===== src/design/cpu_pkg.sv =====
////////////////////////////////////////////////////////////////////////////
// Core sizes, opcodes and ALU operations
// Instruction word union with register, immediate and store views
// APB address map of the host port
// Opcode class helpers shared by the pipeline and the hazard unit
////////////////////////////////////////////////////////////////////////////
package cpu_pkg;

	localparam int xlen       = 32;
	localparam int reg_aw     = 4;
	localparam int imem_depth = 64;
	localparam int dmem_depth = 16;
	localparam int dmem_aw    = $clog2(dmem_depth);

	typedef logic [$clog2(imem_depth)-1:0] pc_t;   // Word index into imem

	// Unlisted values run as no-operation
	typedef enum logic [7:0] {
		op_add  = 8'h10, op_sub  = 8'h12, op_and  = 8'h14, op_or   = 8'h16,
		op_xor  = 8'h20, op_shl  = 8'h22, op_shr  = 8'h24,
		op_addi = 8'h11, op_subi = 8'h13, op_andi = 8'h15, op_xori = 8'h23,
		op_shli = 8'h25, op_ori  = 8'h27,
		op_ld   = 8'h81, op_ldb  = 8'h85, op_st   = 8'h83, op_stb  = 8'h87,
		op_jmp  = 8'h40, op_beqz = 8'h41, op_halt = 8'hFF
	} opcode_t;

	typedef struct packed {
		opcode_t            opcode;
		logic [reg_aw-1:0]  rd;
		logic [reg_aw-1:0]  rs1;
		logic [reg_aw-1:0]  rs2;
		logic [11:0]        unused;
	} r_fmt_t;

	typedef struct packed {
		opcode_t            opcode;
		logic [reg_aw-1:0]  rd;
		logic [reg_aw-1:0]  rs1;
		logic [15:0]        imm16;
	} l_fmt_t;

	typedef struct packed {
		opcode_t            opcode;
		logic [reg_aw-1:0]  rs_data;   // Register holding the store data
		logic [reg_aw-1:0]  rs_base;
		logic [15:0]        imm16;
	} s_fmt_t;

	typedef union packed {
		r_fmt_t r_fmt;
		l_fmt_t l_fmt;
		s_fmt_t s_fmt;
	} instr_t;

	typedef enum logic [2:0] {
		alu_add, alu_sub, alu_and, alu_or, alu_xor, alu_shl, alu_shr
	} alu_op_t;

	////////////////////////////////////////////////////////////////////////////
	// APB byte addresses
	////////////////////////////////////////////////////////////////////////////
	localparam int apb_aw = 12;
	localparam logic [apb_aw-1:0] imem_base    = 12'h000;
	localparam logic [apb_aw-1:0] reg_base     = 12'h100;
	localparam logic [apb_aw-1:0] ctrl_addr    = 12'h140;
	localparam logic [apb_aw-1:0] status_addr  = 12'h144;
	localparam logic [apb_aw-1:0] retired_addr = 12'h148;

	function automatic logic is_r_type(input opcode_t op);
		return op inside {op_add, op_sub, op_and, op_or, op_xor, op_shl, op_shr};
	endfunction

	function automatic logic is_l_type(input opcode_t op);
		return op inside {op_addi, op_subi, op_andi, op_xori, op_shli, op_ori};
	endfunction

	function automatic logic is_load(input opcode_t op);
		return op inside {op_ld, op_ldb};
	endfunction

	function automatic logic is_store(input opcode_t op);
		return op inside {op_st, op_stb};
	endfunction

	function automatic logic is_jb(input opcode_t op);
		return op inside {op_jmp, op_beqz};
	endfunction

	function automatic logic writes_reg(input opcode_t op);
		return is_r_type(op) || is_l_type(op) || is_load(op);
	endfunction

endpackage


===== src/design/cpu_stage_if.sv =====
////////////////////////////////////////////////////////////////////////////
// State of one pipeline stage as seen by the hazard unit
////////////////////////////////////////////////////////////////////////////
`timescale 1ns/1ps

interface cpu_stage_if;

	logic                       valid;     // Low for a bubble
	logic [cpu_pkg::reg_aw-1:0] wrt_reg;
	logic                       wrt_en;
	logic                       jb_flag;   // Stage holds jmp or beqz

	modport drv (
		output valid, wrt_reg, wrt_en, jb_flag
	);

	modport mon (
		input  valid, wrt_reg, wrt_en, jb_flag
	);

endinterface


===== src/design/cpu_stall.sv =====
////////////////////////////////////////////////////////////////////////////
// Hazard unit of the core
// Read-after-write stall for the instruction in fetch
// Jump and branch stall while a control transfer is in flight
////////////////////////////////////////////////////////////////////////////
`timescale 1ns/1ps

module cpu_stall (
	input  cpu_pkg::instr_t if_instr,
	cpu_stage_if.mon        dec,
	cpu_stage_if.mon        exec,
	cpu_stage_if.mon        mem,
	cpu_stage_if.mon        wb,
	output logic            rw_stall,
	output logic            jb_stall
);

	logic [2**cpu_pkg::reg_aw-1:0] pend;   // Registers still to be written
	cpu_pkg::opcode_t              op;

	assign op = if_instr.r_fmt.opcode;

	always_comb begin
		pend = '0;
		if (dec.valid && dec.wrt_en)
			pend[dec.wrt_reg] = 1'b1;
		if (exec.valid && exec.wrt_en)
			pend[exec.wrt_reg] = 1'b1;
		if (mem.valid && mem.wrt_en)
			pend[mem.wrt_reg] = 1'b1;
		if (wb.valid && wb.wrt_en)
			pend[wb.wrt_reg] = 1'b1;   // No bypass around the write edge
	end

	// Store base register is not checked
	always_comb begin
		rw_stall = 1'b0;
		if (cpu_pkg::is_r_type(op))
			rw_stall = pend[if_instr.r_fmt.rs1] || pend[if_instr.r_fmt.rs2];
		else if (cpu_pkg::is_l_type(op) || cpu_pkg::is_load(op) || op == cpu_pkg::op_beqz)
			rw_stall = pend[if_instr.l_fmt.rs1];
		else if (cpu_pkg::is_store(op))
			rw_stall = pend[if_instr.s_fmt.rs_data];
	end

	assign jb_stall = dec.jb_flag || exec.jb_flag;

endmodule


===== src/flat_wrapper.sv =====
// flat-port wrapper written by rule: the top's interface ports become plain ports
module cpu_stall_flat 
  (if_instr, rw_stall, jb_stall, dec_valid, dec_wrt_reg, dec_wrt_en, dec_jb_flag, exec_valid, exec_wrt_reg, exec_wrt_en, exec_jb_flag, mem_valid, mem_wrt_reg, mem_wrt_en, mem_jb_flag, wb_valid, wb_wrt_reg, wb_wrt_en, wb_jb_flag);
  cpu_stage_if dec_i ();
  cpu_stage_if exec_i ();
  cpu_stage_if mem_i ();
  cpu_stage_if wb_i ();
  input  cpu_pkg::instr_t if_instr;
  output logic rw_stall;
  output logic jb_stall;
  input wire logic [$bits(dec_i.valid)-1:0] dec_valid;
  input wire logic [$bits(dec_i.wrt_reg)-1:0] dec_wrt_reg;
  input wire logic [$bits(dec_i.wrt_en)-1:0] dec_wrt_en;
  input wire logic [$bits(dec_i.jb_flag)-1:0] dec_jb_flag;
  input wire logic [$bits(exec_i.valid)-1:0] exec_valid;
  input wire logic [$bits(exec_i.wrt_reg)-1:0] exec_wrt_reg;
  input wire logic [$bits(exec_i.wrt_en)-1:0] exec_wrt_en;
  input wire logic [$bits(exec_i.jb_flag)-1:0] exec_jb_flag;
  input wire logic [$bits(mem_i.valid)-1:0] mem_valid;
  input wire logic [$bits(mem_i.wrt_reg)-1:0] mem_wrt_reg;
  input wire logic [$bits(mem_i.wrt_en)-1:0] mem_wrt_en;
  input wire logic [$bits(mem_i.jb_flag)-1:0] mem_jb_flag;
  input wire logic [$bits(wb_i.valid)-1:0] wb_valid;
  input wire logic [$bits(wb_i.wrt_reg)-1:0] wb_wrt_reg;
  input wire logic [$bits(wb_i.wrt_en)-1:0] wb_wrt_en;
  input wire logic [$bits(wb_i.jb_flag)-1:0] wb_jb_flag;
  assign dec_i.valid = dec_valid;
  assign dec_i.wrt_reg = dec_wrt_reg;
  assign dec_i.wrt_en = dec_wrt_en;
  assign dec_i.jb_flag = dec_jb_flag;
  assign exec_i.valid = exec_valid;
  assign exec_i.wrt_reg = exec_wrt_reg;
  assign exec_i.wrt_en = exec_wrt_en;
  assign exec_i.jb_flag = exec_jb_flag;
  assign mem_i.valid = mem_valid;
  assign mem_i.wrt_reg = mem_wrt_reg;
  assign mem_i.wrt_en = mem_wrt_en;
  assign mem_i.jb_flag = mem_jb_flag;
  assign wb_i.valid = wb_valid;
  assign wb_i.wrt_reg = wb_wrt_reg;
  assign wb_i.wrt_en = wb_wrt_en;
  assign wb_i.jb_flag = wb_jb_flag;
  cpu_stall u_core (.if_instr(if_instr), .dec(dec_i), .exec(exec_i), .mem(mem_i), .wb(wb_i), .rw_stall(rw_stall), .jb_stall(jb_stall));
endmodule

===== config.mk =====
export PLATFORM = sky130hd
export DESIGN_NAME = cpu_stall_flat
export DESIGN_NICKNAME = d
export VERILOG_FILES = /design/src/design/cpu_pkg.sv /design/src/design/cpu_stage_if.sv /design/src/design/cpu_stall.sv /design/src/flat_wrapper.sv
export SDC_FILE = /design/constraint.sdc
export NUM_CORES = 1
export LEC_CHECK = 0
export BUFFER_PORTS_ARGS = -buffer_cell sky130_fd_sc_hd__buf_4
export CORE_UTILIZATION = 44
export DETAILED_ROUTE_END_ITERATION = 12
export PLACE_DENSITY = 0.77
export SYNTH_ARGS = -nofsm -noshare
export SYNTH_HDL_FRONTEND = slang
export SYNTH_SLANG_ARGS = --single-unit
export TNS_END_PERCENT = 10

===== constraint.sdc =====
create_clock -name vclk -period 1.9
set_input_delay 0.285 -clock vclk [all_inputs]
set_output_delay 0.285 -clock vclk [all_outputs]
set_load 0.005 [all_outputs]

==> results of run 1 <==
==> placed cells by master (no fill, tap or decap), drive strengths merged, types with 2 or more instances in the layout <==
cell and count:
o211ai 3, a32oi 2, o21ai 2, nand4b 5, buf 76, nand4bb 3
or2 2, inv 7, a21oi 2, or2b 2, nor2 20, a221oi 5
nand3 3, a21boi 2, o22ai 12, a221o 2, and2b 2, nor2b 3
a311oi 3, nor3 5, a211oi 4, o32ai 8, nand2 10, and4b 2
o221ai 2, nand2b 7, nand4 2, mux2i 7, mux4 7
==> layout make-up <==
cell class | instances | area [sq um]
repair buffers | 76 | 574
multi-input cells | 142 | 1200
well taps | 30 | 37.5
inverters | 7 | 26.3
fillers | 194 | 666
==> per-stage QoR <==
stage | setup WS [ns] | cell area [sq um] | hold WS [ns] | TNS, ns | total power (W)
floorplan | -0.199 | 1180 | 0.655 | -0.199 | 0.000136
global placement | -0.567 | 1770 | 0.820 | -0.567 | 0.000302
detailed placement | -0.570 | 1770 | 0.822 | -0.570 | 0.000313
CTS | -0.578 | 1770 | 0.823 | -0.578 | 0.000314
global route | -0.771 | 1830 | 0.850 | -0.771 | 0.000355
finish | -0.657 | 1830 | 0.819 | -0.657 | 0.000334
==> worst max-delay path by stage <==
| stage | depth (start not counted) | to | from | slack [ns] |
|---|---|---|---|---|
| after floorplan | 9 | rw_stall | exec_wrt_reg[2] | -0.20 |
| after global placement | 10 | rw_stall | mem_wrt_reg[0] | -0.57 |
| after detailed placement | 10 | rw_stall | mem_wrt_reg[0] | -0.57 |
| after CTS | 10 | rw_stall | mem_wrt_reg[0] | -0.58 |
| after global routing | 10 | rw_stall | wb_wrt_reg[0] | -0.77 |
| final | 10 | rw_stall | wb_wrt_reg[0] | -0.66 |
==> logic make-up after synthesis <==
logic type,after synthesis,share of synthesized area [%]
and+or+nand+nor,74,38.8
AOI/OAI and AO/OA,53,36.3
muxes,15,20.5
buffers and inverters,12,4.34
==> report_power, final <==
part | leakage, nW | internal [W] | switching [W]
Clock | 0 | 0 | 0
Combinational | 0.756 | 0.000173 | 0.000161
Sequential | 0 | 0 | 0
Total | 0.756 | 0.000173 | 0.000161
==> per-layer routing <==
metal	GRT usage (%)	wire length, um	vias up
li1	-	-	793
met4	15.4	156	0
met1	37.6	1820	822
met5	0	0	-
met2	63.0	2500	97
met3	4.24	341	20
==> results.ini, run 1 <==
[floorplan]
coreArea_sq_um=2500
floorplan.initialDensity_pct=47.3
rows=18
io_pins=62
fp.dieW_um=53.8
fp.dieH_um=53.8
die-area_sq_um=2900

[place]
dp.cells=255
gp_congestion=0.932
io_buffers=48
hpwl_um=4010

[sta]
finalSetupViolations=1
timing.final.ws_setup_ns=-0.657
rsz0062_at_grt=yes
slew_headroom_pct=70.8
finalHoldViolations=0
min_period_over_period_pct=135
worstMarginPinSlew_ns=0.437
layout_min_cycle_time_ns=2.56
drv_slew=0
fmax_ghz=0.391

[synthesis]
ys_top_cells_by_count=nor2_1 (20), o22ai_1 (12), nand2_1 (10)
ys_types=55
synth_cells=154
synth.avg_cell_area_sq_um=7.68
syn_area_sq_um=1180
yosysMostFrequentCell=nor2_1
synth_area_leaders=mux4_2 (11%), nor2_1 (6.3%), o22ai_1 (6.3%)
yosys_warnings=0
synth_area_leader_cell=mux4_2
syn_nets=214
ys_seq_area_share_pct=0
synth_top_area_share_pct=11.4

[power]
p_per_area_nw_per_um2=182
peakVddDrop_uv=115
cellLeakagePower_nw=0.756

[critical_path]
path_cells=buf_4, nand4b_2, o32ai_1, a221oi_1, mux4_2, o22a_1, o211ai_2, a32oi_1, o22ai_1, buf_4
crit_fanout=3
max_stage_delay_ns=0.49
startpoint_type=input pin
path_buf_inv=2
critical_path_class=input pin to primary output
cp_slowest_cell=mux4_2
critical_path_arrival_ns=2.27
cpLargestDelayFamily=compound AO/OA/AOI/OAI gates
cp.required_ns=1.62
worstSetupEndpointType=primary output
cpMostUsedCell=buf_4

[drt]
first_iter_violations=66
routedWlPerCell_um=18.9
dr.pass1.iters=5
drc=0
ant_nets=0
viasPerCell=6.79
drt_wl_total_um=4820
vias=1732

[clocking]
ctsResizeCount=0
hold_buffers=0
cts_setup_buffers=0

[layout]
nets=287
seq_cells=0
final_cells=255
diodes=0
syn2layout_area_growth_pct=55.1
final-seq-area_sq_um=0
layout-drive-gt1-share_pct=46.2
clkbuf_count=0
post-route-util_pct=73.4

[run_status]
violations=negative setup slack
status=complete, but fails checks

[global_route]
grt_pass1_vias=1637
antenna_found_initial=0
grt_max_degree=10
gr-total-overflow=0
grt_pass1_wl_um=7250
grt.total_usage_pct=33.9

[min_path]
whs_endpoint=jb_stall
hold_class=input pin to primary output
holdPathStages=3
min_from=dec_jb_flag

[run]
cap_violations=0

No activity file was read; power rests on OpenSTA's default activity.
==> run 2, diff against run 1 <==
CORE_UTILIZATION = 52   (was 44)
PLACE_DENSITY = 0.86   (was 0.77)
clock period = 3 ns   (was 1.9 ns; I/O delays follow)
==> run 2 against run 1 <==
  * The flow now finishes without violations
  * Count of clock-buffer cells in the layout unchanged
  * Flip-flop and latch count unchanged
  * Sequential share of layout area did not move
  * Critical path type unchanged
==> results.ini, run 2 (synthesis gave the netlist of run 1 again) <==
[run_status]
status=finished clean  ; was complete, but fails checks

[critical_path]
critical_path_class=input pin to primary output  ; unchanged
cpLargestDelayFamily=compound AO/OA/AOI/OAI gates  ; unchanged
startpoint_type=input pin  ; unchanged
max_stage_delay_ns=0.44  ; was 0.49 ns
critical_path_arrival_ns=2.45  ; was 2.27 ns
cp_slowest_cell=mux4_2  ; unchanged
worst-path-stages=11  ; was 10
crit_fanout=4  ; was 3
cpMostUsedCell=buf_4  ; unchanged
cp-endpoint=rw_stall  ; unchanged
cp.required_ns=2.55  ; was 1.62 ns
worstSetupEndpointType=primary output  ; unchanged
path_buf_inv=3  ; was 2
path_cells=buf_4, nand4bb_1, o22ai_1, a211oi_1, buf_4, mux4_2, o22a_1, o211ai_2, a32oi_1, o22ai_1, buf_4  ; was buf_4, nand4b_2, o32ai_1, a221oi_1, mux4_2, o22a_1, o211ai_2, a32oi_1, o22ai_1, buf_4
worstSetupStartpoint=exec_wrt_reg[0]  ; was wb_wrt_reg[0]

[layout]
layout_common_cells=buf_4 (50), nor2_1 (20), o22ai_1 (12), nand2_1 (10)  ; was buf_4 (75), nor2_1 (18), nand2_1 (10), o22ai_1 (10)
post-route-util_pct=79.5  ; was 73.4%
clkbuf_count=0  ; unchanged
diodes=0  ; unchanged
final_cells=226  ; was 255
layout-drive-gt1-share_pct=38.7  ; was 46.2%
nFillCells=137  ; was 194
seq_cells=0  ; unchanged
final_common_cell=buf_4  ; unchanged
multi_input_area_sq_um=1190  ; was 1200 sq um
syn2layout_area_growth_pct=37.2  ; was 55.1%
nets=261  ; was 287
final-seq-area_sq_um=0  ; unchanged

[floorplan]
rows=16  ; was 18
floorplan.initialDensity_pct=57.9  ; was 47.3%
coreArea_sq_um=2040  ; was 2500 sq um
io_pins=62  ; unchanged
fp.dieH_um=49.7  ; was 53.8 um
die-area_sq_um=2470  ; was 2900 sq um
fp.dieW_um=49.7  ; was 53.8 um

[global_route]
grt_max_degree=11  ; was 10
grt_pass1_vias=1575  ; was 1,637
gr-total-overflow=0  ; unchanged
grt_pass1_wl_um=6930  ; was 7250 um
antenna_found_initial=0  ; unchanged
grt.total_usage_pct=35.2  ; was 33.9%

[power]
peakVddDrop_uv=86.2  ; was 115 uV
p_per_area_nw_per_um2=114  ; was 182 nW/um^2
cellLeakagePower_nw=0.642  ; was 0.756 nW

[sta]
drv_slew=0  ; unchanged
min_period_over_period_pct=96.8
rsz0062_at_grt=no  ; was yes
slew_headroom_pct=65.1  ; was 70.8%
layout_min_cycle_time_ns=2.90
fmax_ghz=0.344
finalSetupViolations=0  ; was 1
setup_tns_ns=0  ; was -0.657 ns
finalHoldViolations=0  ; unchanged
worstMarginPinSlew_ns=0.520  ; was 0.437 ns

[place]
dp.cells=226  ; was 255
io_buffers=48  ; unchanged
gp_congestion=1.09  ; was 0.932
hpwl_um=3370  ; was 4010 um

[drt]
ant_nets=0  ; unchanged
wl_met1_um=1680  ; was 1820 um
routedWlPerCell_um=18.4  ; was 18.9 um
wl_met3_um=299  ; was 341 um
dr_wl_met2_um=2050  ; was 2500 um
highest_layer=met4  ; unchanged
drt_wl_total_um=4160  ; was 4820 um
first_iter_violations=89  ; was 66
vias=1631  ; was 1,732
dr.pass1.iters=4  ; was 5
drc=0  ; unchanged
viasPerCell=7.22  ; was 6.79

[min_path]
hold_class=input pin to primary output  ; unchanged

[clocking]
hold_buffers=0  ; unchanged

[run]
cap_violations=0  ; unchanged

[run 2: cell count changes in the layout (fill, tap and decap cells not counted), moves of 2 or more]
cell,change
nor2_1,+2
nor2_2,-2
a221oi_2,+3
buf_4,-25
o22ai_1,+2
o32ai_2,+2
a221oi_1,-3
o22ai_2,-2
[run 2: per-layer routing]
metal  vias up  global-route usage [%]
met4         0                    11.0
met3        14                    3.09
met5         -                       0
met1       763                    43.7
li1        739                       -
met2       115                    63.1
[run 2: worst min-delay path by stage]
stage	startpoint	to	slack (ns)	cells past startpoint
6_report	dec_jb_flag	jb_stall	1.16	3
5_1_grt	dec_jb_flag	jb_stall	1.18	3
4_1_cts	dec_jb_flag	jb_stall	1.16	3
3_5_place_dp	dec_jb_flag	jb_stall	1.16	3
3_3_place_gp	dec_jb_flag	jb_stall	1.15	3
2_1_floorplan	dec_jb_flag	jb_stall	0.99	1
[run 2: area by class of cell]
class	count	share of cell area, %
timing repair buffer	50	23.1
tap	27	2.08
inverter	7	1.62
multi-input combinational	142	73.2
[run 2: repair_timing]
item | 4_1_cts | 5_1_grt
buffers inserted | 0 | 0
hold endpoints to repair | 0 | 0
gates resized for setup | 0 | 9
endpoints found under the setup margin | 0 | 1
[run 2: power by group]
| group | total (W) | switching, W | internal (W) |
|---|---|---|---|
| logic | 0.000185 | 0.0000929 | 0.0000916 |
| registers | 0 | 0 | 0 |
| clock network | 0 | 0 | 0 |
| total | 0.000185 | 0.0000929 | 0.0000916 |
[run 2: through the flow]
| step | area [sq um] | power, W | setup WS, ns | hold WS (ns) |
|---|---|---|---|---|
| final | 1620 | 0.000185 | 0.0970 | 1.16 |
| after global routing | 1620 | 0.000200 | 0.00243 | 1.18 |
| after CTS | 1570 | 0.000174 | 0.0901 | 1.16 |
| after detailed placement | 1570 | 0.000174 | 0.103 | 1.16 |
| after global placement | 1570 | 0.000167 | 0.149 | 1.15 |
| after floorplan | 1180 | 0.0000864 | 0.571 | 0.985 |
==> run 3, diff against run 2 <==
ABC_AREA = 1   (was unset)
CORE_UTILIZATION = 55   (was 52)
PLACE_DENSITY = 0.87   (was 0.86)
==> run 3 against run 2 <==
  * Count of clock-buffer cells in the layout is the same
  * Via count grew 31%
  * Setup slack gained 0.57 ns
  * Die area grew 11%
  * Sequential share of layout area is the same
  * Synthesized cell count grew 120%
  * Cell area grew 8.9%
  * Total power grew 2.8%
  * Cell count grew 79%
  * Utilization shrank 2.6 points
  * Non-clock buffer count shrank 2
  * Global-route usage shrank 0.99 points
  * Critical path type unchanged
  * Largest cell class unchanged
==> results.ini, run 3 <==
[drt]
drc=0  ; unchanged
first_iter_violations=122  ; was 89
routedWlPerCell_um=10.8  ; was 18.4 um
viasPerCell=5.29  ; was 7.22
ant_nets=0  ; unchanged
vias=2138  ; was 1,631
dr.pass1.iters=5  ; was 4
drt_wl_total_um=4360  ; was 4160 um

[sta]
fmax_ghz=0.428  ; was 0.344 GHz
worstMarginPinSlew_ns=0.321  ; was 0.520 ns
finalHoldViolations=0  ; unchanged
setup_tns_ns=0  ; unchanged
rsz0062_at_grt=no  ; unchanged
finalSetupViolations=0  ; unchanged
drv_slew=0  ; unchanged
layout_min_cycle_time_ns=2.34  ; was 2.90 ns
min_period_over_period_pct=77.9  ; was 96.8%
slew_headroom_pct=78.5  ; was 65.1%

[synthesis]
syn_area_sq_um=1400  ; was 1180 sq um
syn_nets=392  ; was 214
synth_top_area_share_pct=39.6  ; was 11.4%
ys_top_cells_by_count=nand2_1 (147), nand3_1 (66), nor2_1 (42)  ; was nor2_1 (20), o22ai_1 (12), nand2_1 (10)
synth_area_leaders=nand2_1 (40%), nand3_1 (24%), nor2_1 (11%)  ; was mux4_2 (11%), nor2_1 (6.3%), o22ai_1 (6.3%)
synth_cells=332  ; was 154
ys_seq_area_share_pct=0  ; unchanged
synth.avg_cell_area_sq_um=4.20  ; was 7.68 sq um
yosys_warnings=0  ; unchanged
ys_types=17  ; was 55
yosysMostFrequentCell=nand2_1  ; was nor2_1
synth_area_leader_cell=nand2_1  ; was mux4_2

[clocking]
cts_setup_buffers=0  ; unchanged
hold_buffers=0  ; unchanged
ctsResizeCount=0  ; unchanged

[layout]
final_common_cell=nand2_1  ; was buf_4
syn2layout_area_growth_pct=26.6  ; was 37.2%
design_area_sq_um=1770  ; was 1620 sq um
nFillCells=218  ; was 137
multi_input_area_sq_um=1210  ; was 1190 sq um
diodes=0  ; unchanged
seq_cells=0  ; unchanged
post-route-util_pct=76.9  ; was 79.5%
layout-drive-gt1-share_pct=16.8  ; was 38.7%
nets=438  ; was 261
clkbuf_count=0  ; unchanged
layout_common_cells=nand2_1 (147), nand3_1 (66), buf_4 (48), nor2_1 (42), inv_1 (41)  ; was buf_4 (50), nor2_1 (20), o22ai_1 (12), nand2_1 (10)
final-seq-area_sq_um=0  ; unchanged

[place]
hpwl_um=3620  ; was 3370 um
gp_congestion=0.977  ; was 1.09
io_buffers=48  ; unchanged
place_area_sq_um=1770  ; was 1570 sq um

[floorplan]
rows=17  ; was 16
die-area_sq_um=2740  ; was 2470 sq um
fp.dieH_um=52.4  ; was 49.7 um
floorplan.initialDensity_pct=60.7  ; was 57.9%
fp.dieW_um=52.4  ; was 49.7 um
coreArea_sq_um=2300  ; was 2040 sq um
io_pins=62  ; unchanged

[run]
cap_violations=0  ; unchanged

[global_route]
antenna_found_initial=0  ; unchanged
grt_pass1_wl_um=7200  ; was 6930 um
gr-total-overflow=0  ; unchanged
grt.total_usage_pct=34.2  ; was 35.2%
grt_max_degree=14  ; was 11
grt_pass1_vias=1820  ; was 1,575

[critical_path]
critical_path_arrival_ns=1.89  ; was 2.45 ns
critical_path_class=input pin to primary output  ; unchanged
cp.required_ns=2.55  ; about the same
worstSetupEndpointType=primary output  ; unchanged
startpoint_type=input pin  ; unchanged
crit_fanout=5  ; was 4

[min_path]
hold_class=input pin to primary output  ; unchanged

[power]
p_per_area_nw_per_um2=107  ; was 114 nW/um^2
cellLeakagePower_nw=1.15  ; was 0.642 nW
peakVddDrop_uv=76.7  ; was 86.2 uV

[run_status]
status=finished clean  ; unchanged

[run 3: per-layer routing]
metal	wire length, um	GRT usage [%]	up-vias
met5	0	0	-
met4	76	8.77	0
met3	497	0.870	8
met2	1900	60.1	130
met1	1880	45.1	876
li1	-	-	1124
[run 3: cells by family after synthesis]
| kind of cell | Yosys count | share of synthesized area [%] |
|---|---|---|
| buf+inv | 48 | 13.5 |
| simple gates | 269 | 80.8 |
| compound gates | 15 | 5.65 |
[run 3: through the flow]
step                      total power, W  cells  setup slack [ns]  hold slack [ns]
final                           0.000190    404             0.662             1.17
after global routing            0.000215    404             0.535             1.17
after CTS                       0.000186    404             0.715             1.17
after detailed placement        0.000186    404             0.718             1.17
after global placement          0.000182    404             0.725             1.15
after floorplan                 0.000107    332              1.19            0.985
[run 3: power breakdown]
group          total, W  switching (W)  internal, W
Combinational  0.000190       0.000109    0.0000811
Clock                 0              0            0
Sequential            0              0            0
Total          0.000190       0.000109    0.0000811
[run 3: critical path: stages]
cell and delay, ns:
buf_4 0.11, nand2_1 0.13, nor2_1 0.11, nand2_1 0.08
nand2_1 0.06, nor2_1 0.28, nand2_1 0.09, nand3_1 0.09
nand3_1 0.07, nand2_1 0.07, nand2_1 0.05, nand3_1 0.08
nand3_1 0.08, buf_4 0.13
[run 3: cell type report]
class,count,share of cell area (%)
timing repair buffer,48,20.4
multi-input combinational,284,68.3
tap,28,1.98
inverter,44,9.35
[run 3: worst paths after layout]
check | startpoint | end | slack (ns) | cells after the start
setup / recovery | mem_valid | rw_stall | 0.66 | 14
hold / removal | dec_jb_flag | jb_stall | 1.17 | 3
